`src/logic/cpu_pkg.sv`:
```
`default_nettype none

package cpu_pkg;

	typedef logic [7:0] byte_t;
	typedef logic [4:0] op_t;
	typedef logic [2:0] mode_t;
	typedef logic [2:0] alu_func_t;
	typedef logic [8:0] a_sel_t;
	typedef logic [2:0] b_sel_t;
	typedef logic [7:0] o_sel_t;
	typedef logic [7:0] status_t;

	localparam op_t OP_ADC = 5'd0;
	localparam op_t OP_SBC = 5'd1;
	localparam op_t OP_AND = 5'd2;
	localparam op_t OP_ORA = 5'd3;
	localparam op_t OP_EOR = 5'd4;
	localparam op_t OP_CMP = 5'd5;
	localparam op_t OP_LDA = 5'd6;
	localparam op_t OP_LDX = 5'd7;
	localparam op_t OP_LDY = 5'd8;
	localparam op_t OP_STA = 5'd9;
	localparam op_t OP_STX = 5'd10;
	localparam op_t OP_INC = 5'd11;
	localparam op_t OP_DEC = 5'd12;
	localparam op_t OP_INX = 5'd13;
	localparam op_t OP_DEX = 5'd14;
	localparam op_t OP_TAX = 5'd15;
	localparam op_t OP_TXA = 5'd16;
	localparam op_t OP_SEC = 5'd17;
	localparam op_t OP_CLC = 5'd18;
	localparam op_t OP_BEQ = 5'd19;
	localparam op_t OP_BNE = 5'd20;
	localparam op_t OP_BCC = 5'd21;
	localparam op_t OP_BCS = 5'd22;
	localparam op_t OP_JMP = 5'd23;
	localparam op_t OP_PHA = 5'd24;
	localparam op_t OP_NOP = 5'd31;	// Anything not decoded

	localparam mode_t MODE_IMP = 3'd0;	// Also accumulator
	localparam mode_t MODE_IMM = 3'd1;
	localparam mode_t MODE_ZP  = 3'd2;
	localparam mode_t MODE_ZPX = 3'd3;
	localparam mode_t MODE_ABS = 3'd4;
	localparam mode_t MODE_ABX = 3'd5;
	localparam mode_t MODE_REL = 3'd6;

	localparam alu_func_t ALU_TXA = 3'd0;	// Pass A side
	localparam alu_func_t ALU_TXB = 3'd1;	// Pass B side
	localparam alu_func_t ALU_ADD = 3'd2;
	localparam alu_func_t ALU_SUB = 3'd3;
	localparam alu_func_t ALU_AND = 3'd4;
	localparam alu_func_t ALU_ORA = 3'd5;
	localparam alu_func_t ALU_EOR = 3'd6;

	// ALU A-side sources, one-hot
	localparam int unsigned A_CON = 0;	// Constant zero
	localparam int unsigned A_ACC = 1;
	localparam int unsigned A_X   = 2;
	localparam int unsigned A_SP  = 3;
	localparam int unsigned A_DL  = 4;
	localparam int unsigned A_ADL = 5;
	localparam int unsigned A_PCL = 6;
	localparam int unsigned A_ADH = 7;	// Page fix-up of indexed address
	localparam int unsigned A_PCH = 8;	// Page fix-up of branch target

	localparam int unsigned B_BUS = 0;
	localparam int unsigned B_CON = 1;	// Constant one
	localparam int unsigned B_DL  = 2;

	localparam int unsigned O_BUS = 0;
	localparam int unsigned O_ACC = 1;
	localparam int unsigned O_X   = 2;
	localparam int unsigned O_SP  = 3;
	localparam int unsigned O_ADL = 4;
	localparam int unsigned O_ADH = 5;
	localparam int unsigned O_PCL = 6;
	localparam int unsigned O_PCH = 7;

	localparam int unsigned ST_C = 0;
	localparam int unsigned ST_Z = 1;
	localparam int unsigned ST_I = 2;
	localparam int unsigned ST_D = 3;
	localparam int unsigned ST_B = 4;
	localparam int unsigned ST_R = 5;	// Reserved, always written as one
	localparam int unsigned ST_V = 6;
	localparam int unsigned ST_N = 7;

	typedef enum logic [3:0] {
		FETCH, DECODE, EXECUTE, WRITE_BACK,
		READ_H, READ_HP, BRANCH, BRANCH_OVF, PUSH
	} seq_state_t;

	function automatic a_sel_t a_src(int unsigned idx);
		a_src = '0;
		a_src[idx] = 1'b1;
	endfunction

	function automatic b_sel_t b_src(int unsigned idx);
		b_src = '0;
		b_src[idx] = 1'b1;
	endfunction

	function automatic o_sel_t o_dst(int unsigned idx);
		o_dst = '0;
		o_dst[idx] = 1'b1;
	endfunction

endpackage

`default_nettype wire
```
`src/logic/sequencer_top.sv`:
```
`timescale 1ns/1ps
`default_nettype none

module sequencer_top
	import cpu_pkg::*;
(
	input wire sys,
	input wire reset_i,
	input wire byte_t opcode_i,
	input wire status_t p_i,
	input wire bus_rdy_i,
	input wire dl_sign_i,
	input wire alu_cout_i,
	output logic fetch_o,
	output logic bus_we_o,
	output logic pc_addr_oe_o,
	output logic ad_addr_oe_o,
	output logic sp_addr_oe_o,
	output logic pc_inc_o,
	output logic pc_load_o,
	output logic pcl_oe_o,
	output alu_func_t alu_func_o,
	output a_sel_t abus_a_o,
	output b_sel_t abus_b_o,
	output o_sel_t abus_o_o,
	output logic alu_cinclr_o,
	output status_t p_mask_o,
	output status_t p_set_o,
	output status_t p_clr_o
);

	op_t op;
	mode_t mode;
	logic branch_taken;
	logic exec;
	logic commit;	// Execute cycle that the bus accepts
	alu_func_t mu_func;
	a_sel_t mu_a;
	b_sel_t mu_b;
	o_sel_t mu_o;
	logic mu_cinclr;

	instr_decode u_decode (
		.opcode_i(opcode_i),
		.p_i(p_i),
		.op_o(op),
		.mode_o(mode),
		.branch_taken_o(branch_taken)
	);

	cycle_fsm u_fsm (
		.sys(sys),
		.reset_i(reset_i),
		.op_i(op),
		.mode_i(mode),
		.branch_taken_i(branch_taken),
		.bus_rdy_i(bus_rdy_i),
		.dl_sign_i(dl_sign_i),
		.alu_cout_i(alu_cout_i),
		.fetch_o(fetch_o),
		.bus_we_o(bus_we_o),
		.pc_addr_oe_o(pc_addr_oe_o),
		.ad_addr_oe_o(ad_addr_oe_o),
		.sp_addr_oe_o(sp_addr_oe_o),
		.pc_inc_o(pc_inc_o),
		.pc_load_o(pc_load_o),
		.pcl_oe_o(pcl_oe_o),
		.exec_o(exec),
		.commit_o(commit),
		.mu_func_o(mu_func),
		.mu_a_o(mu_a),
		.mu_b_o(mu_b),
		.mu_o_o(mu_o),
		.mu_cinclr_o(mu_cinclr)
	);

	exec_route u_route (
		.op_i(op),
		.mode_i(mode),
		.exec_i(exec),
		.commit_i(commit),
		.mu_func_i(mu_func),
		.mu_a_i(mu_a),
		.mu_b_i(mu_b),
		.mu_o_i(mu_o),
		.mu_cinclr_i(mu_cinclr),
		.alu_func_o(alu_func_o),
		.abus_a_o(abus_a_o),
		.abus_b_o(abus_b_o),
		.abus_o_o(abus_o_o),
		.alu_cinclr_o(alu_cinclr_o),
		.p_mask_o(p_mask_o),
		.p_set_o(p_set_o),
		.p_clr_o(p_clr_o)
	);

endmodule

`default_nettype wire

```
`src/logic/exec_route.sv`:
```
`timescale 1ns/1ps
`default_nettype none

module exec_route
	import cpu_pkg::*;
(
	input wire op_t op_i,
	input wire mode_t mode_i,
	input wire exec_i,
	input wire commit_i,
	input wire alu_func_t mu_func_i,
	input wire a_sel_t mu_a_i,
	input wire b_sel_t mu_b_i,
	input wire o_sel_t mu_o_i,
	input wire mu_cinclr_i,
	output alu_func_t alu_func_o,
	output a_sel_t abus_a_o,
	output b_sel_t abus_b_o,
	output o_sel_t abus_o_o,
	output logic alu_cinclr_o,
	output status_t p_mask_o,
	output status_t p_set_o,
	output status_t p_clr_o
);

	localparam status_t MASK_R = status_t'(8'd1 << ST_R);
	localparam status_t MASK_NZ = status_t'((8'd1 << ST_N) | (8'd1 << ST_Z)) | MASK_R;
	localparam status_t MASK_NZC = MASK_NZ | status_t'(8'd1 << ST_C);
	localparam status_t MASK_NZCV = MASK_NZC | status_t'(8'd1 << ST_V);

	logic ex_valid;	// Operation has its own routing
	alu_func_t ex_func;
	a_sel_t ex_a;
	b_sel_t ex_b;
	o_sel_t ex_o;
	logic ex_cin;
	status_t ex_mask;

	always_comb begin
		ex_valid = 1'b1;
		ex_func = ALU_TXB;
		ex_a = a_src(A_CON);
		ex_b = b_src(B_BUS);
		ex_o = '0;
		ex_cin = 1'b0;
		ex_mask = MASK_R;
		case (op_i)
			OP_ADC, OP_SBC: begin
				ex_func = (op_i == OP_ADC) ? ALU_ADD : ALU_SUB;	// Carry in from P
				ex_a = a_src(A_ACC);
				ex_o = o_dst(O_ACC);
				ex_mask = MASK_NZCV;
			end
			OP_AND, OP_ORA, OP_EOR: begin
				ex_func = (op_i == OP_AND) ? ALU_AND : (op_i == OP_ORA) ? ALU_ORA : ALU_EOR;
				ex_a = a_src(A_ACC);
				ex_o = o_dst(O_ACC);
				ex_mask = MASK_NZ;
			end
			OP_CMP: begin
				ex_func = ALU_SUB;	// Flags only
				ex_a = a_src(A_ACC);
				ex_cin = 1'b1;
				ex_mask = MASK_NZC;
			end
			OP_LDA, OP_LDX, OP_LDY: begin
				ex_func = ALU_TXB;
				// Y has no route in this set, LDY only sets flags
				if (op_i == OP_LDA)
					ex_o = o_dst(O_ACC);
				else if (op_i == OP_LDX)
					ex_o = o_dst(O_X);
				ex_mask = MASK_NZ;
			end
			OP_TAX, OP_TXA: begin
				ex_func = ALU_TXA;
				ex_a = (op_i == OP_TAX) ? a_src(A_ACC) : a_src(A_X);
				ex_o = (op_i == OP_TAX) ? o_dst(O_X) : o_dst(O_ACC);
				ex_mask = MASK_NZ;
			end
			OP_INX, OP_DEX: begin
				ex_func = (op_i == OP_INX) ? ALU_ADD : ALU_SUB;	// X +/- 1
				ex_a = a_src(A_X);
				ex_b = b_src(B_CON);
				ex_o = o_dst(O_X);
				ex_cin = 1'b1;
				ex_mask = MASK_NZ;
			end
			OP_INC, OP_DEC: begin
				if (mode_i != MODE_IMP) begin
					ex_func = (op_i == OP_INC) ? ALU_ADD : ALU_SUB;	// DL +/- 1 back to memory
					ex_a = a_src(A_DL);
					ex_b = b_src(B_CON);
					ex_o = o_dst(O_BUS);
					ex_cin = 1'b1;
					ex_mask = MASK_NZ;
				end else begin
					ex_valid = 1'b0;
				end
			end
			OP_STA, OP_STX, OP_PHA: begin
				ex_func = ALU_TXA;	// Register onto data bus
				ex_a = (op_i == OP_STX) ? a_src(A_X) : a_src(A_ACC);
				ex_o = o_dst(O_BUS);
			end
			default: ex_valid = 1'b0;
		endcase
	end

	always_comb begin
		alu_func_o = (exec_i && ex_valid) ? ex_func : mu_func_i;
		abus_a_o = (exec_i && ex_valid) ? ex_a : mu_a_i;
		abus_b_o = (exec_i && ex_valid) ? ex_b : mu_b_i;
		abus_o_o = (exec_i && ex_valid) ? ex_o : mu_o_i;
		alu_cinclr_o = (exec_i && ex_valid) ? ex_cin : mu_cinclr_i;
		p_mask_o = exec_i ? ex_mask : MASK_R;
		p_set_o = '0;
		p_clr_o = '0;
		p_set_o[ST_C] = commit_i && (op_i == OP_SEC);
		p_clr_o[ST_C] = commit_i && (op_i == OP_CLC);
	end

	// Sequencer routes and operation routes must both keep the ALU sources exclusive
	always_comb begin
		a_src_onehot: assert ($onehot(abus_a_o)) else $error("ALU A source not one-hot");
		b_src_onehot: assert ($onehot(abus_b_o)) else $error("ALU B source not one-hot");
	end

endmodule

`default_nettype wire

```
`src/logic/cycle_fsm.sv`:
```
`timescale 1ns/1ps
`default_nettype none

module cycle_fsm
	import cpu_pkg::*;
(
	input wire sys,
	input wire reset_i,
	input wire op_t op_i,
	input wire mode_t mode_i,
	input wire branch_taken_i,
	input wire bus_rdy_i,
	input wire dl_sign_i,
	input wire alu_cout_i,
	output logic fetch_o,
	output logic bus_we_o,
	output logic pc_addr_oe_o,
	output logic ad_addr_oe_o,
	output logic sp_addr_oe_o,
	output logic pc_inc_o,
	output logic pc_load_o,
	output logic pcl_oe_o,
	output logic exec_o,
	output logic commit_o,
	output alu_func_t mu_func_o,
	output a_sel_t mu_a_o,
	output b_sel_t mu_b_o,
	output o_sel_t mu_o_o,
	output logic mu_cinclr_o
);

	// Destinations that commit register state and must not move on a stretched cycle
	localparam o_sel_t O_HOLD = o_sel_t'((8'd1 << O_SP) | (8'd1 << O_ADL) | (8'd1 << O_ADH)
		| (8'd1 << O_PCL) | (8'd1 << O_PCH));

	seq_state_t state;
	seq_state_t state_next;
	logic cout_prev;	// ALU carry of the last ready cycle
	logic pc_inc;
	logic pc_load;
	logic is_store;
	o_sel_t mu_o;

	always_ff @(posedge sys) begin
		if (reset_i) begin
			state <= FETCH;
			cout_prev <= 1'b0;
		end else if (bus_rdy_i) begin
			state <= state_next;
			cout_prev <= alu_cout_i;
		end
	end

	assign is_store = (op_i == OP_STA) || (op_i == OP_STX) || (op_i == OP_PHA);

	always_comb begin
		pc_addr_oe_o = 1'b0;
		ad_addr_oe_o = 1'b0;
		sp_addr_oe_o = 1'b0;
		pc_inc = 1'b0;
		pc_load = 1'b0;
		pcl_oe_o = 1'b0;	// No PC push in this instruction set
		exec_o = 1'b0;
		mu_func_o = ALU_TXB;
		mu_a_o = a_src(A_CON);
		mu_b_o = b_src(B_BUS);
		mu_o = '0;
		mu_cinclr_o = 1'b0;
		state_next = state;

		case (state)
			FETCH: begin
				pc_addr_oe_o = 1'b1;
				pc_inc = 1'b1;
				mu_func_o = ALU_TXA;	// Zero into ADH
				mu_o = o_dst(O_ADH);
				state_next = DECODE;
			end
			DECODE: begin
				pc_addr_oe_o = 1'b1;
				pc_inc = 1'b1;
				case (mode_i)
					MODE_IMP: begin
						pc_inc = 1'b0;
						exec_o = 1'b1;
						if (op_i == OP_PHA) begin
							pc_addr_oe_o = 1'b0;
							sp_addr_oe_o = 1'b1;	// Push ACC at SP
							state_next = PUSH;
						end else begin
							state_next = FETCH;
						end
					end
					MODE_IMM: begin
						exec_o = 1'b1;
						state_next = FETCH;
					end
					MODE_ZP, MODE_ABS: begin
						mu_func_o = ALU_TXB;	// Operand byte into ADL
						mu_o = o_dst(O_ADL);
						state_next = (mode_i == MODE_ZP) ? EXECUTE : READ_H;
					end
					MODE_ZPX, MODE_ABX: begin
						mu_func_o = ALU_ADD;	// X plus operand into ADL
						mu_a_o = a_src(A_X);
						mu_o = o_dst(O_ADL);
						mu_cinclr_o = 1'b1;
						state_next = (mode_i == MODE_ZPX) ? EXECUTE : READ_H;
					end
					MODE_REL: begin
						if (branch_taken_i) begin
							pc_inc = 1'b0;
							mu_func_o = ALU_ADD;	// PCL plus offset
							mu_a_o = a_src(A_PCL);
							mu_o = o_dst(O_PCL);
							mu_cinclr_o = 1'b1;
							state_next = BRANCH;
						end else begin
							state_next = FETCH;	// Offset skipped
						end
					end
					default: state_next = FETCH;
				endcase
			end
			READ_H: begin
				pc_addr_oe_o = 1'b1;
				mu_func_o = ALU_TXB;	// High byte into ADH
				mu_o = o_dst(O_ADH);
				if (op_i == OP_JMP) begin
					pc_load = 1'b1;
					state_next = FETCH;
				end else begin
					pc_inc = 1'b1;
					if (mode_i == MODE_ABX && cout_prev)
						state_next = READ_HP;	// Index crossed a page
					else
						state_next = EXECUTE;
				end
			end
			READ_HP: begin
				ad_addr_oe_o = 1'b1;
				mu_func_o = ALU_ADD;	// ADH plus one
				mu_a_o = a_src(A_ADH);
				mu_b_o = b_src(B_CON);
				mu_o = o_dst(O_ADH);
				mu_cinclr_o = 1'b1;
				state_next = EXECUTE;
			end
			EXECUTE: begin
				ad_addr_oe_o = 1'b1;
				if (op_i == OP_INC || op_i == OP_DEC) begin
					state_next = WRITE_BACK;	// Operand read only
				end else begin
					exec_o = 1'b1;
					state_next = FETCH;
				end
			end
			WRITE_BACK: begin
				ad_addr_oe_o = 1'b1;
				exec_o = 1'b1;
				state_next = FETCH;
			end
			BRANCH: begin
				pc_addr_oe_o = 1'b1;
				mu_func_o = dl_sign_i ? ALU_SUB : ALU_ADD;	// PCH moves with offset sign
				mu_a_o = a_src(A_PCH);
				mu_b_o = b_src(B_CON);
				mu_cinclr_o = 1'b1;
				if (cout_prev ^ dl_sign_i) begin
					mu_o = o_dst(O_PCH);
					state_next = BRANCH_OVF;
				end else begin
					pc_inc = 1'b1;
					state_next = FETCH;
				end
			end
			BRANCH_OVF: begin
				pc_addr_oe_o = 1'b1;
				pc_inc = 1'b1;
				state_next = FETCH;
			end
			PUSH: begin
				pc_addr_oe_o = 1'b1;
				mu_func_o = ALU_SUB;	// SP minus one
				mu_a_o = a_src(A_SP);
				mu_b_o = b_src(B_CON);
				mu_o = o_dst(O_SP);
				mu_cinclr_o = 1'b1;
				state_next = FETCH;
			end
			default: state_next = FETCH;
		endcase
	end

	assign fetch_o = (state == FETCH);
	assign bus_we_o = (state == WRITE_BACK) || (exec_o && is_store);
	assign commit_o = exec_o & bus_rdy_i;
	assign pc_inc_o = pc_inc & bus_rdy_i;
	assign pc_load_o = pc_load & bus_rdy_i;
	assign mu_o_o = bus_rdy_i ? mu_o : (mu_o & ~O_HOLD);

	// One source on the address bus per cycle
	a_addr_onehot: assert property (@(posedge sys) disable iff (reset_i)
		$onehot0({pc_addr_oe_o, ad_addr_oe_o, sp_addr_oe_o}));

endmodule

`default_nettype wire

```
`src/logic/instr_decode.sv`:
```
`timescale 1ns/1ps
`default_nettype none

module instr_decode
	import cpu_pkg::*;
(
	input wire byte_t opcode_i,
	input wire status_t p_i,
	output op_t op_o,
	output mode_t mode_o,
	output logic branch_taken_o
);

	op_t op;
	op_t grp_op;
	mode_t grp_mode;
	logic grp_ok;

	// Column 01 opcodes share an aaa/bbb layout
	always_comb begin
		case (opcode_i[7:5])
			3'd0: grp_op = OP_ORA;
			3'd1: grp_op = OP_AND;
			3'd2: grp_op = OP_EOR;
			3'd3: grp_op = OP_ADC;
			3'd4: grp_op = OP_STA;
			3'd5: grp_op = OP_LDA;
			3'd6: grp_op = OP_CMP;
			default: grp_op = OP_SBC;
		endcase
		case (opcode_i[4:2])
			3'b001: grp_mode = MODE_ZP;
			3'b010: grp_mode = MODE_IMM;
			3'b011: grp_mode = MODE_ABS;
			3'b101: grp_mode = MODE_ZPX;
			3'b111: grp_mode = MODE_ABX;
			default: grp_mode = MODE_IMP;	// Indirect and abs Y not built
		endcase
		grp_ok = (opcode_i[1:0] == 2'b01) && (grp_mode != MODE_IMP) && (opcode_i != 8'h89);
	end

	always_comb begin
		{op, mode_o} = {OP_NOP, MODE_IMP};
		if (grp_ok) begin
			{op, mode_o} = {grp_op, grp_mode};
		end else begin
			case (opcode_i)
				8'hA2: {op, mode_o} = {OP_LDX, MODE_IMM};
				8'hA6: {op, mode_o} = {OP_LDX, MODE_ZP};
				8'hAE: {op, mode_o} = {OP_LDX, MODE_ABS};
				8'hA0: {op, mode_o} = {OP_LDY, MODE_IMM};
				8'hA4: {op, mode_o} = {OP_LDY, MODE_ZP};
				8'hB4: {op, mode_o} = {OP_LDY, MODE_ZPX};
				8'hAC: {op, mode_o} = {OP_LDY, MODE_ABS};
				8'hBC: {op, mode_o} = {OP_LDY, MODE_ABX};
				8'h86: {op, mode_o} = {OP_STX, MODE_ZP};
				8'h8E: {op, mode_o} = {OP_STX, MODE_ABS};
				8'hE6: {op, mode_o} = {OP_INC, MODE_ZP};
				8'hF6: {op, mode_o} = {OP_INC, MODE_ZPX};
				8'hEE: {op, mode_o} = {OP_INC, MODE_ABS};
				8'hFE: {op, mode_o} = {OP_INC, MODE_ABX};
				8'hC6: {op, mode_o} = {OP_DEC, MODE_ZP};
				8'hD6: {op, mode_o} = {OP_DEC, MODE_ZPX};
				8'hCE: {op, mode_o} = {OP_DEC, MODE_ABS};
				8'hDE: {op, mode_o} = {OP_DEC, MODE_ABX};
				8'hE8: {op, mode_o} = {OP_INX, MODE_IMP};
				8'hCA: {op, mode_o} = {OP_DEX, MODE_IMP};
				8'hAA: {op, mode_o} = {OP_TAX, MODE_IMP};
				8'h8A: {op, mode_o} = {OP_TXA, MODE_IMP};
				8'h38: {op, mode_o} = {OP_SEC, MODE_IMP};
				8'h18: {op, mode_o} = {OP_CLC, MODE_IMP};
				8'hF0: {op, mode_o} = {OP_BEQ, MODE_REL};
				8'hD0: {op, mode_o} = {OP_BNE, MODE_REL};
				8'h90: {op, mode_o} = {OP_BCC, MODE_REL};
				8'hB0: {op, mode_o} = {OP_BCS, MODE_REL};
				8'h4C: {op, mode_o} = {OP_JMP, MODE_ABS};
				8'h48: {op, mode_o} = {OP_PHA, MODE_IMP};
				default: {op, mode_o} = {OP_NOP, MODE_IMP};
			endcase
		end
	end

	always_comb begin
		case (op)
			OP_BEQ: branch_taken_o = p_i[ST_Z];
			OP_BNE: branch_taken_o = ~p_i[ST_Z];
			OP_BCC: branch_taken_o = ~p_i[ST_C];
			OP_BCS: branch_taken_o = p_i[ST_C];
			default: branch_taken_o = 1'b0;
		endcase
	end

	assign op_o = op;

endmodule

`default_nettype wire

```
`config.mk`:
```
export PLATFORM = sky130hd
export DESIGN_NAME = sequencer_top
export DESIGN_NICKNAME = d
export VERILOG_FILES = /design/src/logic/cpu_pkg.sv /design/src/logic/sequencer_top.sv /design/src/logic/exec_route.sv /design/src/logic/cycle_fsm.sv /design/src/logic/instr_decode.sv
export SDC_FILE = /design/constraint.sdc
export NUM_CORES = 1
export LEC_CHECK = 0
export BUFFER_PORTS_ARGS = -buffer_cell sky130_fd_sc_hd__clkbuf_2
export CELL_PAD_IN_SITES_DETAIL_PLACEMENT = 1
export CELL_PAD_IN_SITES_GLOBAL_PLACEMENT = 1
export CORE_MARGIN = 4
export CORE_UTILIZATION = 38
export CTS_BUF_LIST = sky130_fd_sc_hd__clkbuf_8
export DETAILED_ROUTE_END_ITERATION = 12
export GPL_ROUTABILITY_DRIVEN = 0
export PLACE_DENSITY_LB_ADDON = 0.1
export SETUP_SLACK_MARGIN = 0.4
export SLEW_MARGIN = 15
export SYNTH_ARGS = -nofsm -noshare
export SYNTH_HDL_FRONTEND = slang
export SYNTH_SLANG_ARGS = --single-unit
```
`constraint.sdc`:
```
create_clock -name sys -period 12.13 [get_ports sys]
set_input_delay 2.426 -clock sys [delete_from_list [all_inputs] [get_ports sys]]
set_output_delay 2.426 -clock sys [all_outputs]
set_load 0.1 [all_outputs]
```
==> results.ini <==
[logic_synthesis]
synthCells=325
synth_area_mm2=0.00209
syn-mean-instance-area_um2=6.44
seq_area_frac_synth_pct=4.78
ys_seq_elements=5
synth_cell_types=73
synth-async-reset-ratio_pct=0
synth_edf_count=0
ys.flop_type=dfxtp_1
ys_warn_count=0

[detailed_routing]
vias=2478
drt_iter0_drc=83
vias_per_cell=5.84
ant_nets=0
wl_per_cell_um=17.0
drt-pass1-iter-count=4
drc=0
wirelength_um=7190

[setup_path]
worstSetupPathType=primary input to output port
cp_max_fo=19
crit_chain=clkbuf_2 > or3b_1 > nor3_1 > and2b_1 > a31o_1 > xnor2_1 > nor4_1 > nor2_1 > a21o_1 > a311oi_1 > clkbuf_2
crit_top_cell=clkbuf_2
cpPeakStageDelay_ns=0.52
crit_slowest_cell=clkbuf_2
critPathLaunchType=primary input
cp.required_ns=9.70
critical-path-top-delay-family=simple AND/OR/NAND/NOR gates
cp.arrival_ns=6.27
critPathLaunch=opcode_i[4]
worstSetupEndpointType=output port
r2r-start=u_fsm.state[2]
crit_buf_inv=2

[placement]
dp_hpwl_um=5680
numPortBuffers=49
place_ws_ns=3.51

[sta]
period_share_pct=71.7
fmax_mhz=115
clock_skew_ns=0.00318
rsz0062_at_grt=no
finalWorstSetupSlack_ns=3.44
max_slew_margin_pct=50.0
hold_viol_final=0
final_max_slew_viol_count=0
period_needed_ns=8.69
tightestPinTransition_ns=0.743
setup_viol=0
fin_tns_setup_ns=0

[final_layout]
nets=376
n_antenna_cell=0
syn_to_final_growth_pct=6.69
drive_above_1_share_pct=18.9

[clock_network]
cts_tree=built
clk_latency_ns=0.22
clockRootBuffer=clkbuf_8
clk_pin_slew_ns=0.03
htree_levels=1
hold_buffers=0
cts.sinks=5
cts_buffers=3
cts_resized=0
cts_setup_buffers=0
cts.path.max_buffers=2

[die]
die_h_um=82.2
core_area_mm2=0.00524
die_area_mm2=0.00676
initial_core_util_pct=40.0
fp-row-count=26
pin_count=77
chipWidth_um=82.2

[power_and_ir_drop]
power.leakage_nw=0.908
vdd_drop_max_v=0.0000416
p_per_area_mw_per_mm2=64.9

[min_path]
worstHoldStart=u_fsm.cout_prev
worstHoldPathType=flip-flop to flip-flop

[global_route]
grt_max_degree=21
grt_pass1_wl_um=11700
grt_pass1_vias=2339
antenna_found_initial=0
grt_overflow=0
grt.total_usage_pct=21.3

[run]
max_cap_violations=0

[outcome]
status=finished clean

final timing paths:
check               endpoint  slack [ns]  cells after the start
min reg2reg  u_fsm.cout_prev        0.57                      2
min          u_fsm.cout_prev        0.57                      2
max              abus_o_o[2]        3.44                     11
max reg2reg   u_fsm.state[1]        9.94                      5
synth_stat cells (3+ instances only):
cell type  count  area (um2)
o31a_1         3        26.3
buf_2          7        35.0
dfxtp_1        5         100
or3_1          3        18.8
nor2b_1       11        68.8
nand2b_1       8        50.1
a31oi_1        3        18.8
nand2_1       28         105
clkbuf_1       6        22.5
a21oi_1       15        75.1
nor4b_1        4        35.0
a21boi_0       3        22.5
nor3_1        22         110
o22ai_1        3        18.8
and3_1         4        25.0
or2_2          5        31.3
nand3_1        5        25.0
nor4_1         5        31.3
o21ai_0       14        70.1
o31ai_1        3        22.5
buf_4         23         173
buf_6          7        78.8
or4b_1         3        30.0
and2_1         4        25.0
nor2_1        45         169
o21ai_1        6        30.0
nand3b_1       4        30.0
o211ai_1       3        22.5
inv_1          9        33.8
a211oi_1       5        37.5
sequential cells by signal, summed over array words and instances (netlist names):
signal / flops
u_fsm.state: 4
u_fsm.cout_prev: 1
placed cells by master (no fill, tap or decap), types with 3 or more instances in the layout:
| cell | instances |
|---|---|
| nand2b_1 | 8 |
| or4b_1 | 3 |
| a21oi_1 | 15 |
| inv_1 | 10 |
| and2_1 | 4 |
| conb_1 | 21 |
| a21boi_0 | 3 |
| a31oi_1 | 3 |
| clkbuf_8 | 3 |
| or2_2 | 5 |
| o21ai_0 | 14 |
| nor3_1 | 22 |
| and3_1 | 4 |
| nor2_1 | 45 |
| clkbuf_2 | 49 |
| dfxtp_1 | 5 |
| nand3b_1 | 4 |
| nand2_1 | 28 |
| o211ai_1 | 3 |
| nand3_1 | 5 |
| nor4b_1 | 4 |
| or3_1 | 3 |
| a211oi_1 | 5 |
| nor2b_1 | 11 |
| o21ai_1 | 6 |
| nor4_1 | 5 |
| o31a_1 | 3 |
| o31ai_1 | 3 |
| o22ai_1 | 3 |
routing by layer:
layer  track usage, %  vias up  wire [um]
met5                0        -          0
met4             2.99        0         18
met3            0.651        2        251
met2             37.2       57       3450
met1             29.6     1192       3470
li1                 -     1227          -
worst reg2reg max path, cell delays in order (launching register included):
cell and delay [ns]:
dfxtp_1 0.66, nor2b_1 0.29, or4b_2 0.61, a21oi_1 0.23, a211oi_1 0.08, o31ai_1 0.24
power breakdown:
part	internal, mW	switching (mW)	leakage (nW)
Clock	0.0217	0.00863	0.0269
Sequential	0.0171	0.00152	0.0407
Combinational	0.0187	0.0773	0.840
Total	0.0575	0.0875	0.908
metrics by stage:
stage	util, %	hold WS (ns)	power [mW]	std cells	cell area [um2]
final	42.6	0.572	0.145	424	2230
after global routing	42.6	0.627	0.154	424	2230
after CTS	42.6	0.576	0.146	424	2230
after detailed placement	41.8	0.568	0.114	420	2190
after global placement	41.8	0.560	0.114	420	2190
after floorplan	-	0.498	0.108	344	2160
layout make-up:
type                    count  area, um2
clock buffers               3       41.3
clock inverters             1       3.75
fillers                   759       3000
inverters                   9       33.8
multi-input cells         287       1720
flip-flops and latches      5        100
well taps                  70       87.6
repair buffers             49        245
cell families (layout without fill, tap and decap cells):
logic type / count (synthesis) / count (layout) / share of synthesized area [%]
simple gates: 173 / 173 / 46.7
compound gates: 90 / 90 / 30.5
buf+inv: 52 / 62 / 16.4
flops: 5 / 5 / 4.78
other cells: 2 / 21 / 0.359
xor+xnor: 2 / 2 / 0.837
mux: 1 / 1 / 0.478
Note: power is estimated with default switching activity, not from simulation.
